==> config.mk <==
export PLATFORM = sky130hd
export DESIGN_NAME = uart_top
export DESIGN_NICKNAME = d
export VERILOG_FILES = /design/src/source/uart_pkg.sv /design/src/source/uart_regs.sv /design/src/source/uart_rx.sv /design/src/source/uart_top.sv /design/src/source/uart_tx.sv
export SDC_FILE = /design/constraint.sdc
export NUM_CORES = 1
export LEC_CHECK = 0
export BUFFER_PORTS_ARGS = -buffer_cell sky130_fd_sc_hd__buf_4
export CORE_MARGIN = 8
export CORE_UTILIZATION = 45
export CTS_CLUSTER_SIZE = 20
export DETAILED_ROUTE_END_ITERATION = 8
export MAX_ROUTING_LAYER = met4
export SLEW_MARGIN = 20
export SYNTH_ARGS = -nofsm -noshare
export SYNTH_HDL_FRONTEND = slang
export SYNTH_SLANG_ARGS = --single-unit
==> constraint.sdc <==
create_clock -name clk -period 2.85 [get_ports clk]
set_input_delay 0.285 -clock clk [delete_from_list [all_inputs] [get_ports clk]]
set_output_delay 0.285 -clock clk [all_outputs]
set_load 0.1 [all_outputs]
==> src/source/uart_pkg.sv <==
/*
 * Sizes, register map, status bit positions and FSM state codes shared
 * by the UART peripheral. Modules take these in with a wildcard import.
 */
`default_nettype none

package uart_pkg;

    // Frame and divisor sizes
    localparam int UART_DATA_SIZE     = 8;
    localparam int UART_BIT_CNT_SIZE  = 3;
    localparam int UART_BAUD_DIV_SIZE = 16;
    localparam logic [UART_BAUD_DIV_SIZE-1:0] UART_BAUD_DIV_RESET = 16'd16;

    // Core side bus
    localparam int BUS_DATA_SIZE = 16;
    localparam int REG_ADDR_SIZE = 2;

    // Register map
    localparam logic [REG_ADDR_SIZE-1:0] REG_DATA   = 2'd0;
    localparam logic [REG_ADDR_SIZE-1:0] REG_STATUS = 2'd1;
    localparam logic [REG_ADDR_SIZE-1:0] REG_BAUD   = 2'd2;

    // Bit positions in the status word
    localparam int ST_RX_FULL   = 0;
    localparam int ST_FRAME_ERR = 1;
    localparam int ST_OVERRUN   = 2;
    localparam int ST_TX_BUSY   = 3;

    // FSM state codes
    localparam int STATE_SIZE = 2;

    localparam logic [STATE_SIZE-1:0] RX_IDLE  = 2'd0;
    localparam logic [STATE_SIZE-1:0] RX_START = 2'd1;
    localparam logic [STATE_SIZE-1:0] RX_DATA  = 2'd2;
    localparam logic [STATE_SIZE-1:0] RX_STOP  = 2'd3;

    localparam logic [STATE_SIZE-1:0] TX_IDLE  = 2'd0;
    localparam logic [STATE_SIZE-1:0] TX_START = 2'd1;
    localparam logic [STATE_SIZE-1:0] TX_DATA  = 2'd2;
    localparam logic [STATE_SIZE-1:0] TX_STOP  = 2'd3;

endpackage

`default_nettype wire

==> src/source/uart_regs.sv <==
/*
 * Register block on the core side. Holds the divisor, the last received
 * byte and sticky status flags, and turns a DATA write into a transmit
 * strobe. Reads are registered and return one cycle after rd_en_i.
 */
`default_nettype none

module uart_regs import uart_pkg::*; (
    input  wire logic                          clk,
    input  wire logic                          rst_n,
    input  wire logic                          wr_en_i,
    input  wire logic                          rd_en_i,
    input  wire logic [REG_ADDR_SIZE-1:0]      addr_i,
    input  wire logic [BUS_DATA_SIZE-1:0]      wr_data_i,
    output logic      [BUS_DATA_SIZE-1:0]      rd_data_o,
    input  wire logic [UART_DATA_SIZE-1:0]     rx_data_i,
    input  wire logic                          rx_valid_i,
    input  wire logic                          rx_frame_err_i,
    input  wire logic                          tx_busy_i,
    output logic      [UART_BAUD_DIV_SIZE-1:0] baud_div_o,
    output logic      [UART_DATA_SIZE-1:0]     tx_data_o,
    output logic                               tx_start_o
);

    logic [UART_BAUD_DIV_SIZE-1:0] baud_div_q;
    logic [UART_DATA_SIZE-1:0]     rx_byte_q;
    logic                          rx_full_q, frame_err_q, overrun_q;
    logic [BUS_DATA_SIZE-1:0]      rd_data_q;
    logic [BUS_DATA_SIZE-1:0]      status;
    logic                          rd_data, wr_status, wr_baud;

    assign rd_data   = rd_en_i && (addr_i == REG_DATA);
    assign wr_status = wr_en_i && (addr_i == REG_STATUS);
    assign wr_baud   = wr_en_i && (addr_i == REG_BAUD);

    always_comb begin
        status               = '0;
        status[ST_RX_FULL]   = rx_full_q;
        status[ST_FRAME_ERR] = frame_err_q;
        status[ST_OVERRUN]   = overrun_q;
        status[ST_TX_BUSY]   = tx_busy_i;
    end

    // A new event this cycle wins over a clear of the same flag
    always_ff @(posedge clk or negedge rst_n) begin
        if (!rst_n) begin
            baud_div_q  <= UART_BAUD_DIV_RESET;
            rx_byte_q   <= '0;
            rx_full_q   <= 1'b0;
            frame_err_q <= 1'b0;
            overrun_q   <= 1'b0;
        end else begin
            if (wr_baud) begin
                baud_div_q <= wr_data_i[UART_BAUD_DIV_SIZE-1:0];
            end

            if (rx_valid_i) begin
                rx_byte_q <= rx_data_i;
                rx_full_q <= 1'b1;
            end else if (rd_data || (wr_status && wr_data_i[ST_RX_FULL])) begin
                rx_full_q <= 1'b0;
            end

            if (rx_valid_i && rx_full_q && !rd_data) begin
                overrun_q <= 1'b1;
            end else if (wr_status && wr_data_i[ST_OVERRUN]) begin
                overrun_q <= 1'b0;
            end

            if (rx_frame_err_i) begin
                frame_err_q <= 1'b1;
            end else if (wr_status && wr_data_i[ST_FRAME_ERR]) begin
                frame_err_q <= 1'b0;
            end
        end
    end

    // Read data holds until the next read
    always_ff @(posedge clk or negedge rst_n) begin
        if (!rst_n) begin
            rd_data_q <= '0;
        end else if (rd_en_i) begin
            case (addr_i)
                REG_DATA:   rd_data_q <= BUS_DATA_SIZE'(rx_byte_q);
                REG_STATUS: rd_data_q <= status;
                REG_BAUD:   rd_data_q <= BUS_DATA_SIZE'(baud_div_q);
                default:    rd_data_q <= '0;
            endcase
        end
    end

    // A DATA write while the transmitter is busy is dropped
    assign tx_start_o = wr_en_i && (addr_i == REG_DATA) && !tx_busy_i;
    assign tx_data_o  = wr_data_i[UART_DATA_SIZE-1:0];
    assign baud_div_o = baud_div_q;
    assign rd_data_o  = rd_data_q;

    // The transmitter must pick up every accepted strobe
    a_start_makes_busy: assert property (@(posedge clk) disable iff (!rst_n)
        tx_start_o |=> tx_busy_i);

endmodule

`default_nettype wire

==> src/source/uart_rx.sv <==
/*
 * UART receiver, 8N1, LSB first. The line is synchronized, the start bit
 * is checked at its midpoint, and each later bit is sampled one divisor
 * period after the previous one. A good frame gives a valid_o pulse, a
 * low stop bit gives a frame_err_o pulse instead.
 */
`default_nettype none

module uart_rx import uart_pkg::*; (
    input  wire logic                          clk,
    input  wire logic                          rst_n,
    input  wire logic                          rx_i,
    input  wire logic [UART_BAUD_DIV_SIZE-1:0] baud_div_i,
    output logic      [UART_DATA_SIZE-1:0]     rx_data_o,
    output logic                               valid_o,
    output logic                               frame_err_o
);

    logic rx_meta, rx_sync, rx_prev;
    logic rx_fall;

    logic [STATE_SIZE-1:0]         state_q, state_d;
    logic [UART_BAUD_DIV_SIZE-1:0] sample_cnt_q, sample_cnt_d;
    logic [UART_BAUD_DIV_SIZE-1:0] mid_cnt_q, mid_cnt_d;
    logic [UART_BIT_CNT_SIZE-1:0]  bit_cnt_q, bit_cnt_d;
    logic [UART_DATA_SIZE-1:0]     shifter_q, shifter_d;
    logic                          valid_q, valid_d;
    logic                          frame_err_q, frame_err_d;

    // Two-flop synchronizer, plus one more stage for edge detection
    always_ff @(posedge clk or negedge rst_n) begin
        if (!rst_n) begin
            rx_meta <= 1'b1;
            rx_sync <= 1'b1;
            rx_prev <= 1'b1;
        end else begin
            rx_meta <= rx_i;
            rx_sync <= rx_meta;
            rx_prev <= rx_sync;
        end
    end

    // Only a falling edge arms the receiver, so a held low line is not a frame
    assign rx_fall = rx_prev && !rx_sync;

    always_comb begin
        state_d      = state_q;
        sample_cnt_d = sample_cnt_q;
        mid_cnt_d    = mid_cnt_q;
        bit_cnt_d    = bit_cnt_q;
        shifter_d    = shifter_q;
        valid_d      = 1'b0;
        frame_err_d  = 1'b0;

        case (state_q)
            RX_IDLE: begin
                if (rx_fall) begin
                    mid_cnt_d = baud_div_i >> 1;
                    state_d   = RX_START;
                end
            end
            RX_START: begin
                if (mid_cnt_q == '0) begin
                    if (rx_sync) begin
                        // Line went high again, treat as a glitch
                        state_d = RX_IDLE;
                    end else begin
                        sample_cnt_d = baud_div_i - 1'b1;
                        bit_cnt_d    = '0;
                        state_d      = RX_DATA;
                    end
                end else begin
                    mid_cnt_d = mid_cnt_q - 1'b1;
                end
            end
            RX_DATA: begin
                if (sample_cnt_q == '0) begin
                    shifter_d    = {rx_sync, shifter_q[UART_DATA_SIZE-1:1]};
                    sample_cnt_d = baud_div_i - 1'b1;
                    bit_cnt_d    = bit_cnt_q + 1'b1;
                    if (bit_cnt_q == UART_BIT_CNT_SIZE'(UART_DATA_SIZE - 1)) begin
                        state_d = RX_STOP;
                    end
                end else begin
                    sample_cnt_d = sample_cnt_q - 1'b1;
                end
            end
            RX_STOP: begin
                if (sample_cnt_q == '0) begin
                    valid_d     = rx_sync;
                    frame_err_d = !rx_sync;
                    state_d     = RX_IDLE;
                end else begin
                    sample_cnt_d = sample_cnt_q - 1'b1;
                end
            end
            default: state_d = RX_IDLE;
        endcase
    end

    always_ff @(posedge clk or negedge rst_n) begin
        if (!rst_n) begin
            state_q      <= RX_IDLE;
            sample_cnt_q <= '0;
            mid_cnt_q    <= '0;
            bit_cnt_q    <= '0;
            valid_q      <= 1'b0;
            frame_err_q  <= 1'b0;
        end else begin
            state_q      <= state_d;
            sample_cnt_q <= sample_cnt_d;
            mid_cnt_q    <= mid_cnt_d;
            bit_cnt_q    <= bit_cnt_d;
            valid_q      <= valid_d;
            frame_err_q  <= frame_err_d;
        end
    end

    always_ff @(posedge clk) begin
        shifter_q <= shifter_d;
    end

    assign rx_data_o   = shifter_q;
    assign valid_o     = valid_q;
    assign frame_err_o = frame_err_q;

    // A frame ends either good or bad, never both
    a_rx_one_result: assert property (@(posedge clk) disable iff (!rst_n)
        !(valid_o && frame_err_o));

endmodule

`default_nettype wire

==> src/source/uart_top.sv <==
/*
 * UART peripheral top level. Connects the register block on the core
 * side to the serial receiver and transmitter.
 */
`default_nettype none

module uart_top import uart_pkg::*; (
    input  wire logic                     clk,
    input  wire logic                     rst_n,
    input  wire logic                     rx_i,
    input  wire logic [REG_ADDR_SIZE-1:0] addr_i,
    input  wire logic                     wr_en_i,
    input  wire logic [BUS_DATA_SIZE-1:0] wr_data_i,
    input  wire logic                     rd_en_i,
    output logic      [BUS_DATA_SIZE-1:0] rd_data_o,
    output logic                          tx_o
);

    logic [UART_BAUD_DIV_SIZE-1:0] baud_div;
    logic [UART_DATA_SIZE-1:0]     tx_data;
    logic                          tx_start;
    logic                          tx_busy;
    logic [UART_DATA_SIZE-1:0]     rx_data;
    logic                          rx_valid;
    logic                          rx_frame_err;

    uart_regs uart_regs_i (
        .clk            (clk),
        .rst_n          (rst_n),
        .wr_en_i        (wr_en_i),
        .rd_en_i        (rd_en_i),
        .addr_i         (addr_i),
        .wr_data_i      (wr_data_i),
        .rd_data_o      (rd_data_o),
        .rx_data_i      (rx_data),
        .rx_valid_i     (rx_valid),
        .rx_frame_err_i (rx_frame_err),
        .tx_busy_i      (tx_busy),
        .baud_div_o     (baud_div),
        .tx_data_o      (tx_data),
        .tx_start_o     (tx_start)
    );

    uart_rx uart_rx_i (
        .clk         (clk),
        .rst_n       (rst_n),
        .rx_i        (rx_i),
        .baud_div_i  (baud_div),
        .rx_data_o   (rx_data),
        .valid_o     (rx_valid),
        .frame_err_o (rx_frame_err)
    );

    uart_tx uart_tx_i (
        .clk        (clk),
        .rst_n      (rst_n),
        .start_i    (tx_start),
        .data_i     (tx_data),
        .baud_div_i (baud_div),
        .tx_o       (tx_o),
        .busy_o     (tx_busy)
    );

endmodule

`default_nettype wire

==> src/source/uart_tx.sv <==
/*
 * UART transmitter, 8N1, LSB first. A start_i pulse loads the byte and
 * sends start, data and stop bits, each held for baud_div_i cycles.
 * busy_o stays high from the cycle after start_i until the stop bit ends.
 */
`default_nettype none

module uart_tx import uart_pkg::*; (
    input  wire logic                          clk,
    input  wire logic                          rst_n,
    input  wire logic                          start_i,
    input  wire logic [UART_DATA_SIZE-1:0]     data_i,
    input  wire logic [UART_BAUD_DIV_SIZE-1:0] baud_div_i,
    output logic                               tx_o,
    output logic                               busy_o
);

    logic [STATE_SIZE-1:0]         state_q;
    logic [UART_BAUD_DIV_SIZE-1:0] period_cnt_q;
    logic [UART_BIT_CNT_SIZE-1:0]  bit_cnt_q;
    logic [UART_DATA_SIZE-1:0]     shifter_q;
    logic                          tx_q;
    logic                          period_done;

    assign period_done = (period_cnt_q == '0);

    always_ff @(posedge clk or negedge rst_n) begin
        if (!rst_n) begin
            state_q      <= TX_IDLE;
            period_cnt_q <= '0;
            bit_cnt_q    <= '0;
            tx_q         <= 1'b1;
        end else begin
            case (state_q)
                TX_IDLE: begin
                    if (start_i) begin
                        // Start bit goes out on the next cycle
                        tx_q         <= 1'b0;
                        period_cnt_q <= baud_div_i - 1'b1;
                        state_q      <= TX_START;
                    end
                end
                TX_START: begin
                    if (period_done) begin
                        tx_q         <= shifter_q[0];
                        bit_cnt_q    <= '0;
                        period_cnt_q <= baud_div_i - 1'b1;
                        state_q      <= TX_DATA;
                    end else begin
                        period_cnt_q <= period_cnt_q - 1'b1;
                    end
                end
                TX_DATA: begin
                    if (period_done) begin
                        period_cnt_q <= baud_div_i - 1'b1;
                        if (bit_cnt_q == UART_BIT_CNT_SIZE'(UART_DATA_SIZE - 1)) begin
                            tx_q    <= 1'b1;
                            state_q <= TX_STOP;
                        end else begin
                            tx_q      <= shifter_q[1];
                            bit_cnt_q <= bit_cnt_q + 1'b1;
                        end
                    end else begin
                        period_cnt_q <= period_cnt_q - 1'b1;
                    end
                end
                TX_STOP: begin
                    if (period_done) begin
                        state_q <= TX_IDLE;
                    end else begin
                        period_cnt_q <= period_cnt_q - 1'b1;
                    end
                end
                default: state_q <= TX_IDLE;
            endcase
        end
    end

    // Bit 0 of the payload shifter is the bit on the line or the next one
    always_ff @(posedge clk) begin
        if (state_q == TX_IDLE && start_i) begin
            shifter_q <= data_i;
        end else if (state_q == TX_DATA && period_done) begin
            shifter_q <= shifter_q >> 1;
        end
    end

    assign tx_o   = tx_q;
    assign busy_o = (state_q != TX_IDLE);

    // Line idles high between frames
    a_tx_idle_high: assert property (@(posedge clk) disable iff (!rst_n)
        !busy_o |-> tx_o);

endmodule

`default_nettype wire

==> After elaboration in Yosys (flattened, before gate mapping) <==
Cells that the tools add are included.
{ "totals": {"ff_bits": 123, "romBits": 0, "memories": 0, "ram_bits": 0, "inputBits": 23, "word_cells": 146, "latch_bits": 0} }
{ "op_classes": {"shift": 0, "n_eq_ne": 25, "multipliers": 0, "bitwise": 0, "div_mod_pow": 0, "n_reduce_logical": 43, "addsub": 6, "magnitude_cmp": 0, "muxes": 51} }
{ "ops": {"columns": ["operator", "n"], "rows": [
  ["16-bit two-way mux", 9],
  ["16-bit one-hot mux with 3 select lines", 3],
  ["16-bit by 1-bit subtractor with 16-bit output (second input constant)", 4],
  ["16-bit zero test", 3],
  ["16-bit one-hot mux with 2 select lines", 1],
  ["2-bit two-way mux", 11],
  ["2-bit by 1-bit != test with 1-bit output (second input constant)", 10],
  ["3-bit two-way mux", 6],
  ["8-bit two-way mux", 2],
  ["2-bit one-hot mux with 4 select lines", 2],
  ["4-bit AND reduction", 4],
  ["2-bit nonzero test", 8],
  ["1-bit two-way mux", 14],
  ["1-bit logical AND", 13],
  ["3-bit one-hot mux with 2 select lines", 2],
  ["2-bit == test (second input constant)", 5],
  ["2-bit != test (second input constant)", 5],
  ["5-bit AND reduction", 2],
  ["3-bit by 1-bit adder with 3-bit output (second input constant)", 2],
  ["2-bit by 1-bit == test with 1-bit output (second input constant)", 3],
  ["3-bit == test (second input constant)", 2],
  ["2-bit zero test", 3],
  ["3-bit nonzero test", 2],
  ["2-bit AND reduction", 2],
  ["other kinds (5)", 7]
]} }

==> Logic depth before layout (Yosys ltp) <==
Gate-level depths: netlist of run 1.
{ "depth": {"ltp_word": 6, "depth_mapped": 10} }

==> Hierarchy <==
A second synthesis of run 1 with hierarchy kept.
{ "hier_totals": {"hier_cells": 722, "hier_area_um2": 7099.3} }
{ "by_module_without_submodules": {"columns": ["module", "cells_per_inst", "seq_area_each_um2", "area_each_um2", "instances"], "rows": [
  ["uart_rx", 328, 1295.0, 3036.7, 1],
  ["uart_tx", 246, 792.0, 2135.8, 1],
  ["uart_regs", 148, 1077.3, 1926.8, 1]
]} }

==> Worst setup path before layout of run 1 <==
Ideal clock, no wire load.
{ "synth_path": {"kind": "register -> register", "startpoint": "register uart_rx_i.sample_cnt_q[0]", "endpoint": "register uart_rx_i.bit_cnt_q[0]", "path_buffers": 0, "path_slack_ps": 567, "path_stages_with_launch": 8, "arrival_ps": 2158, "cell_sequence": "dfrtp_1 inv_1 ha_1 nor3b_1 nand3_1 nor4b_4 nor2_1 mux2_2"} }
{ "synth_between": {"elab_chain_len": 3} }
{ "synth_lines": {"columns": ["element", "line_no", "text"], "rows": [
  ["start: declaration", "uart_rx.sv:23", "logic [UART_BAUD_DIV_SIZE-1:0] sample_cnt_q, sample_cnt_d;"],
  ["start signal: assignment", "uart_rx.sv:111", "sample_cnt_q <= sample_cnt_d;"],
  ["16-bit zero test", "uart_rx.sv:77", "if (sample_cnt_q == '0) begin"],
  ["2-bit by 1-bit != test with 1-bit output (no line)", null, null],
  ["4-bit AND reduction (no line)", null, null],
  ["end signal: assignment", "uart_rx.sv:113", "bit_cnt_q <= bit_cnt_d;"],
  ["end: declaration", "uart_rx.sv:25", "logic [UART_BIT_CNT_SIZE-1:0] bit_cnt_q, bit_cnt_d;"]
]} }
No other way between the ends.
A chain may end at the register's enable or synchronous reset.

==> Worst setup path after layout of run 1 <==
{ "layout_path": {"startpoint": "register uart_tx_i.period_cnt_q[0]", "endpoint": "register uart_tx_i.period_cnt_q[11]"} }
{ "layout_between": {"elab_chain_len": 3, "word_cells_on_any_way": 7, "cone_classes": "add/sub: 1; eq/ne: 1; mux: 3; reduce/logical: 2"} }
{ "layout_lines": {"columns": ["element", "line_no", "text"], "rows": [
  ["start: declaration", "uart_tx.sv:19", "logic [UART_BAUD_DIV_SIZE-1:0] period_cnt_q;"],
  ["start signal: assignment", "uart_tx.sv:39", "period_cnt_q <= baud_div_i - 1'b1;"],
  ["start signal: assignment", "uart_tx.sv:47", "period_cnt_q <= baud_div_i - 1'b1;"],
  ["start signal: assignment", "uart_tx.sv:50", "period_cnt_q <= period_cnt_q - 1'b1;"],
  ["16-bit by 1-bit subtractor with 16-bit output / 16-bit zero test (equally long branches)", null, null],
  ["16-bit two-way mux, or another cell as far along", "uart_tx.sv:68", "if (period_done) begin"],
  ["16-bit one-hot mux with 3 select lines / 2-bit AND reduction (equally long branches)", null, null]
]} }
Parallel ways exist; a longest one is shown, timed or not. The select of a mux whose other input is x is not followed.

==> key figures, run 1 <==
Detailed routing
  – Initial DRC count: 518
  – DRC viols: 0
  – Via count: 5311
  – Vias/cell: 5.85
  – ANT nets after route: 0
  – WL/cell: 18.3 um
  – WL final: 16600 um
  – DRT Pass-1 Iters: 7

Logic synthesis
  – Syn nets: 711
  – Area fraction of the dominant cell type after synthesis: 38.9%
  – Synth area leaders: dfrtp_1, edfxtp_1, mux2_2
  – Syn Area/Cell: 9.74 um^2
  – Synth top cells by count: dfrtp_1, nand2_1, nor2_1, o21ai_0, a21oi_1
  – Most frequent cell after synthesis: dfrtp_1
  – Post-synthesis cell area: 6570 um^2
  – Post-synth ARST share: 87.0%
  – Syn Inst Count: 674
  – Register area share after synthesis: 48.2%
  – EDFF count, synth: 16
  – Synth cell types: 66
  – Synth area leader: dfrtp_1
  – Synthesis-stage register bit count: 123
  – Post-synth top flop: dfrtp_1
  – Warnings, synthesis: 0

Global routing
  – Met3 Usage GRT: 4.22%
  – Top Usage Layer GRT: met2
  – Vias in the first global route: 5029
  – Gr usage total: 18.9%
  – Met1 Use GR: 25.8%
  – Initial antenna violation count: 1
  – Pin count of the biggest net entering global routing: 108
  – GR Util met2: 27.9%
  – Global route total overflow: 0
  – First-pass GRT wire length: 26800 um

Clocking
  – CTS tree: yes
  – Clock slew at reported path FFs: 0.06 ns
  – TritonCTS Buffers: 17
  – # hold bufs at CTS: 2
  – CTS Root Cell: clkbuf_16
  – H-tree levels: 4
  – Setup bufs post-CTS: 0
  – Clk Latency, worst-skew pair: 0.42 ns
  – Post-CTS sizing: 0
  – Clock sink count: 123
  – Clock Tree Buf Depth: 2

Setup path
  – Slowest cell on crit path: or4b_2
  – CP Max Fanout: 30
  – R2R cell count: 8
  – Crit path arrival time: 2.93 ns
  – FF-to-FF End: uart_tx_i.period_cnt_q[11]
  – Critical path launch point type: flip-flop
  – Top delay family on crit path: compound AO/OA/AOI/OAI gates
  – CP Capture Type: flip-flop
  – CP max stage delay: 0.64 ns
  – CP Data Required Time: 3.15 ns
  – CP Buf/Inv Count: 1
  – Crit path cell chain: inv_1, ha_1, or4b_2, o41ai_2, a21o_2, or4_1, o21ai_0, a22o_1
  – Critical path class: flip-flop to flip-flop
  – Reg2reg setup slack: 0.23 ns
  – Reg2reg start: uart_tx_i.period_cnt_q[0]

Layout
  – Post-Route Utilization: 53.1%
  – Fraction of layout cells with a size suffix above 1: 18.9%
  – Fin nets: 747
  – Area growth, synth to finish: 16.2%

Min path
  – Hold-critical path depth: 2
  – Hold crit path type: primary input to flip-flop
  – Endpoint, Worst Hold: uart_regs_i.baud_div_o[8]
  – Hold Startpoint: wr_data_i[8]

Timing
  – Clk_skew: 0.0112 ns
  – Minimum clock period: 2.62 ns
  – Final setup fails: 0
  – Final Cycle Share: 92.0%
  – Slew margin rel.: 45.9%
  – Setup_tns: 0 ns
  – RSZ-0062 raised after global routing: no
  – Worst-margin pin slew: 0.810 ns
  – Final hold vios: 0
  – Pins Over Slew Limit: 0
  – Max Clock Freq: 381 MHz

Job
  – Max-cap violations: 0

Placed design
  – Port-buffer cells: 39
  – Detail Placement HPWL: 11400 um
  – GP Congestion: 0.861

Die
  – Core ar.: 14400 um^2
  – # IOs: 40
  – Die area: 18700 um^2
  – Die Width: 137 um
  – DIE HEIGHT: 137 um
  – Row count: 44
  – Initial Utilization: 45.7%

Power and ir drop
  – Total power draw: 7110 uW
  – Max VDD drop: 0.552 mV
  – Leak pwr: 0.00333 uW
  – Pwr Density: 931 nW/um^2

Run status
  – Status: completed
metal layers:
layer	vias to the layer above	share of wire (%)
met4	0	0.70
met5	-	0
met2	134	47
met1	2626	48
li1	2544	-
met3	7	4.3
kinds of logic (layout without fill, tap and decap cells):
| logic type | count (synthesis) | in the layout | share of synthesized area, % |
|---|---|---|---|
| AOI/OAI and AO/OA | 192 | 192 | 18.3 |
| xor gates and xnor gates | 15 | 15 | 2.00 |
| adders and majority gates | 14 | 14 | 2.67 |
| buffers and inverters | 65 | 114 | 4.59 |
| DFF | 123 | 123 | 48.2 |
| muxes | 42 | 42 | 7.01 |
| other | 0 | 1 | 0 |
| and+or+nand+nor | 223 | 223 | 17.2 |
report_power, final:
part / total (uW) / internal, uW / switching, uW
registers: 2540 / 2110 / 429
logic: 2380 / 895 / 1490
clock network: 2180 / 1250 / 932
total: 7110 / 4260 / 2850
registers in the layout, indices dropped and copies added (netlist names), named ones only:
signal	flops
uart_tx_i.period_cnt_q	16
uart_rx_i.rx_meta	1
uart_tx_i.tx_o	1
uart_regs_i.rd_data_o	16
uart_regs_i.overrun_q	1
uart_tx_i.state_q	2
uart_tx_i.shifter_q	8
uart_regs_i.baud_div_o	16
uart_rx_i.rx_data_o	8
uart_regs_i.frame_err_q	1
uart_tx_i.bit_cnt_q	3
uart_regs_i.rx_full_q	1
uart_rx_i.mid_cnt_q	16
uart_rx_i.state_q	1
uart_rx_i.bit_cnt_q	3
uart_rx_i.rx_sync	1
uart_rx_i.sample_cnt_q	16
uart_rx_i.frame_err_o	1
uart_regs_i.rx_byte_q	8
uart_rx_i.valid_o	1
uart_rx_i.rx_prev	1
worst reg2reg max path, cell delays in order (launching register included):
cell	delay (ns)
dfrtp_1	0.41
inv_1	0.12
ha_1	0.14
or4b_2	0.64
o41ai_2	0.22
a21o_2	0.51
or4_1	0.20
o21ai_0	0.08
a22o_1	0.20
layout make-up:
cell class,instances,area (um^2)
Fill cell,1267,6740
Sequential cell,123,3160
Multi-Input combinational cell,486,3110
Clock buffer,17,425
Timing Repair Buffer,54,423
Tap cell,184,230
Clock inverter,15,170
Inverter,28,105
Antenna cell,1,2.50
through the flow:
step / cells / worst slack (ns) / hold WS [ns] / cell area, um^2
floorplan: 674 / 0.567 / -0.0106 / 6570
global placement: 873 / 0.379 / 0.347 / 7000
detailed placement: 873 / 0.244 / 0.348 / 7000
CTS: 907 / 0.241 / 0.0799 / 7620
global route: 908 / 0.0977 / 0.0841 / 7630
finish: 908 / 0.228 / 0.0941 / 7630
cell usage in the layout, fill, tap and decap left out, types with 4 or more instances in the layout:
master	count
dfstp_2	5
nand2_1	62
inv_8	4
o22ai_1	19
nor4_1	13
nand4b_1	4
a21oi_1	44
nand2b_1	7
nand3_1	14
dfrtp_1	102
or4_1	5
mux2_2	32
o2bb2ai_1	8
o21ai_0	50
mux2i_1	10
and3_1	4
o31ai_1	5
a21o_1	6
or3_1	5
nor2_1	51
inv_6	7
clkbuf_16	17
nor3_1	28
a22o_1	18
ha_1	14
nor2b_1	5
inv_1	26
xnor2_1	6
o21ai_1	17
edfxtp_1	16
buf_4	51
xor2_1	9
worst max-delay path by stage:
stage	start	to	slack, ns	depth (start not counted)
2_1_floorplan	uart_rx_i.sample_cnt_q[0]	uart_rx_i.bit_cnt_q[0]	0.57	7
3_3_place_gp	uart_tx_i.period_cnt_q[0]	uart_tx_i.period_cnt_q[3]	0.38	7
3_5_place_dp	uart_tx_i.period_cnt_q[0]	uart_tx_i.period_cnt_q[9]	0.24	7
4_1_cts	uart_tx_i.period_cnt_q[0]	uart_tx_i.period_cnt_q[9]	0.24	8
5_1_grt	uart_tx_i.period_cnt_q[0]	uart_tx_i.period_cnt_q[9]	0.1	7
6_report	uart_tx_i.period_cnt_q[0]	uart_tx_i.period_cnt_q[11]	0.23	8
No activity file was read; power rests on OpenSTA's default activity.
==> run 2: changes to the inputs <==
Settings changed: ABC_AREA set to 1.
==> key figures, run 2 <==
Power and ir drop
  – Cell-internal power: 4050 uW
  – Pwr Density: 851 nW/um^2
  – Total power draw: 6790 uW
  – Max VDD drop: 0.563 mV
  – Sequential share of power: 36.0%
  – Leak pwr: 0.00375 uW
  – Part of the power in combinational logic: 32.8%
  – Switching share of power: 40.4%
  – Switching power: 2750 uW
  – Clock share of power: 31.2%

Detailed routing
  – ANT nets after route: 0
  – WL final: 17600 um
  – Via count: 5940
  – WL/cell: 15.4 um
  – Initial DRC count: 376
  – DRC viols: 0
  – Vias/cell: 5.20
  – DRT Pass-1 Iters: 5

Timing
  – Slew margin rel.: 65.0%
  – Max Clock Freq: 472 MHz
  – Worst-margin pin slew: 0.523 ns
  – RSZ-0062 raised after global routing: no
  – Minimum clock period: 2.12 ns
  – Final Cycle Share: 74.3%
  – Final setup fails: 0
  – Final hold vios: 0
  – Setup_tns: 0 ns
  – Clk_skew: 0.0105 ns
  – Pins Over Slew Limit: 0

Clocking
  – CTS tree: yes
  – Clock Tree Buf Depth: 2
  – TritonCTS Buffers: 17
  – Clk Latency, worst-skew pair: 0.42 ns
  – Clock slew at reported path FFs: 0.06 ns
  – H-tree levels: 4
  – Clock sink count: 123
  – Setup bufs post-CTS: 0
  – CTS Root Cell: clkbuf_16

Job
  – Max-cap violations: 0

Layout
  – Fin nets: 978
  – Area growth, synth to finish: 15.6%
  – Fraction of layout cells with a size suffix above 1: 12.6%
  – Commonest non-fill, non-tap cells in the layout: nand2_1, nor2_1, dfrtp_1, inv_1, o21ai_0
  – Filler cell count: 1464
  – Commonest non-fill, non-tap cell in the layout: nand2_1
  – Post-Layout Inst Area: 7980 um^2
  – Fin cells: 1142
  – Post-Route Utilization: 52.9%
  – ANT cells: 0

Logic synthesis
  – Post-synth top flop: dfrtp_1
  – Post-synth ARST share: 87.0%
  – Most frequent cell after synthesis: nand2_1
  – Post-Synth XOR/XNOR Area: 4.19%
  – Synth Area in Compound Gates: 10.8%
  – Area fraction of the dominant cell type after synthesis: 37.0%
  – Syn Inst Count: 892
  – Synthesis-stage register bit count: 123
  – Adder-cell area share of the yosys netlist: 2.54%
  – Synth area leader: dfrtp_1
  – Largest family of logic cells by synthesized area: simple AND/OR/NAND/NOR gates
  – Register area share after synthesis: 45.9%
  – Post-synthesis cell area: 6900 um^2
  – Synth area leaders: dfrtp_1, nand2_1, edfxtp_1
  – Synth top cells by count: nand2_1, nor2_1, dfrtp_1, inv_1, o21ai_0
  – Syn nets: 929
  – Post-Synth Simple-Gate Area: 29.4%
  – Multiplexer area fraction after synthesis: 0.961%
  – Warnings, synthesis: 0
  – Synth cell types: 43
  – EDFF count, synth: 16
  – Syn Area/Cell: 7.74 um^2

Setup path
  – Reg2reg start: uart_tx_i.state_q[1]
  – Critical path launch point type: flip-flop
  – CP Max Fanout: 16
  – CP Launch Point: uart_tx_i.state_q[1]
  – Crit path arrival time: 2.24 ns
  – Reg2reg setup slack: 0.73 ns
  – R2R cell count: 5
  – FF-to-FF End: uart_tx_i.shifter_q[3]
  – Critical path class: flip-flop to flip-flop
  – Last element of the critical path: uart_tx_i.shifter_q[3]
  – CP Data Required Time: 2.97 ns
  – CP Capture Type: flip-flop

Placed design
  – Post-placement cell count: 1108
  – Port-buffer cells: 39
  – GP Congestion: 0.869
  – Detail Placement HPWL: 12800 um
  – Placed Area: 7380 um^2

Die
  – Initial Utilization: 45.7%
  – Row count: 45
  – DIE HEIGHT: 140 um
  – Die area: 19600 um^2
  – # IOs: 40
  – Core ar.: 15100 um^2
  – Die Width: 140 um

Run status
  – Status: completed

Global routing
  – Gr usage total: 19.2%
  – Vias in the first global route: 5665
  – Pin count of the biggest net entering global routing: 37
  – First-pass GRT wire length: 29200 um
  – Initial antenna violation count: 0
  – Global route total overflow: 0

Min path
  – Hold crit path type: primary input to flip-flop
[run 2: changes by cell type after synthesis, moves of 18 or more]
cell     change
a22o_1      -18
nand3_1     +40
nand2_1    +188
o21ai_0     +20
mux2_2      -27
inv_1       +52
nor3_1      -18
nor2_1      +76
[run 2: per-stage QoR]
stage	hold slack [ns]	worst slack (ns)
floorplan	-0.0106	0.786
CTS	0.0902	0.723
finish	0.101	0.731
global route	0.0990	0.510
detailed placement	0.298	0.773
global placement	0.303	0.815
[run 2: worst min-delay path by stage]
| stage | from | to | slack, ns | cells after the start |
|---|---|---|---|---|
| floorplan | rst_n | async pin | -0.01 | 0 |
| global placement | rst_n | uart_rx_i.state_q[0] | 0.30 | 1 |
| detailed placement | rst_n | uart_rx_i.state_q[0] | 0.30 | 1 |
| CTS | wr_data_i[9] | uart_regs_i.baud_div_o[9] | 0.09 | 2 |
| global route | wr_data_i[9] | uart_regs_i.baud_div_o[9] | 0.1 | 2 |
| finish | wr_data_i[9] | uart_regs_i.baud_div_o[9] | 0.10 | 2 |
[run 2: power groups by stage]
stage / sequential [uW] / combinational, uW / clock [uW]
after global placement: 2470 / 2210 / 0
after CTS: 2440 / 2230 / 2150
final: 2450 / 2230 / 2120
after global routing: 2490 / 2540 / 2220
after detailed placement: 2460 / 2230 / 0
after floorplan: 2500 / 1680 / 0
[run 2: metal layers]
layer  vias up  routed length, um  track usage, %
met5         -                  0               -
met1      2800               8740            26.1
li1       2984                  -               -
met4         0                165            3.83
met2       142               8010            29.3
met3        14                715            3.73
[run 2: critical path, cell delays in order (launching register included)]
cell and delay [ns]:
dfrtp_1 0.40, inv_1 0.10, ha_1 0.44, nand3_1 0.46
o21ai_0 0.21, buf_4 0.20
[run 2: logic make-up after synthesis]
group,after synthesis
DFF,123
muxes,6
buffers and inverters,104
xor gates and xnor gates,33
AOI/OAI and AO/OA,132
adders and majority gates,14
and+or+nand+nor,480
[run 2: repair_timing]
| item | in CTS | in global routing |
|---|---|---|
| endpoints found under the hold margin | 33 | 0 |
| setup endpoints to repair | 0 | 0 |
| hold buffers | 2 | 0 |
| gates resized for setup | 0 | 0 |
[run 2: area by class of cell]
cell class	count	area [um^2]	area share, %
sequential	123	3160	39.7
clock inverter	15	151	1.90
multi-input combinational	665	3300	41.4
inverter	83	314	3.94
clock buffer	17	425	5.33
timing repair buffer	51	388	4.86
tap	188	235	2.95
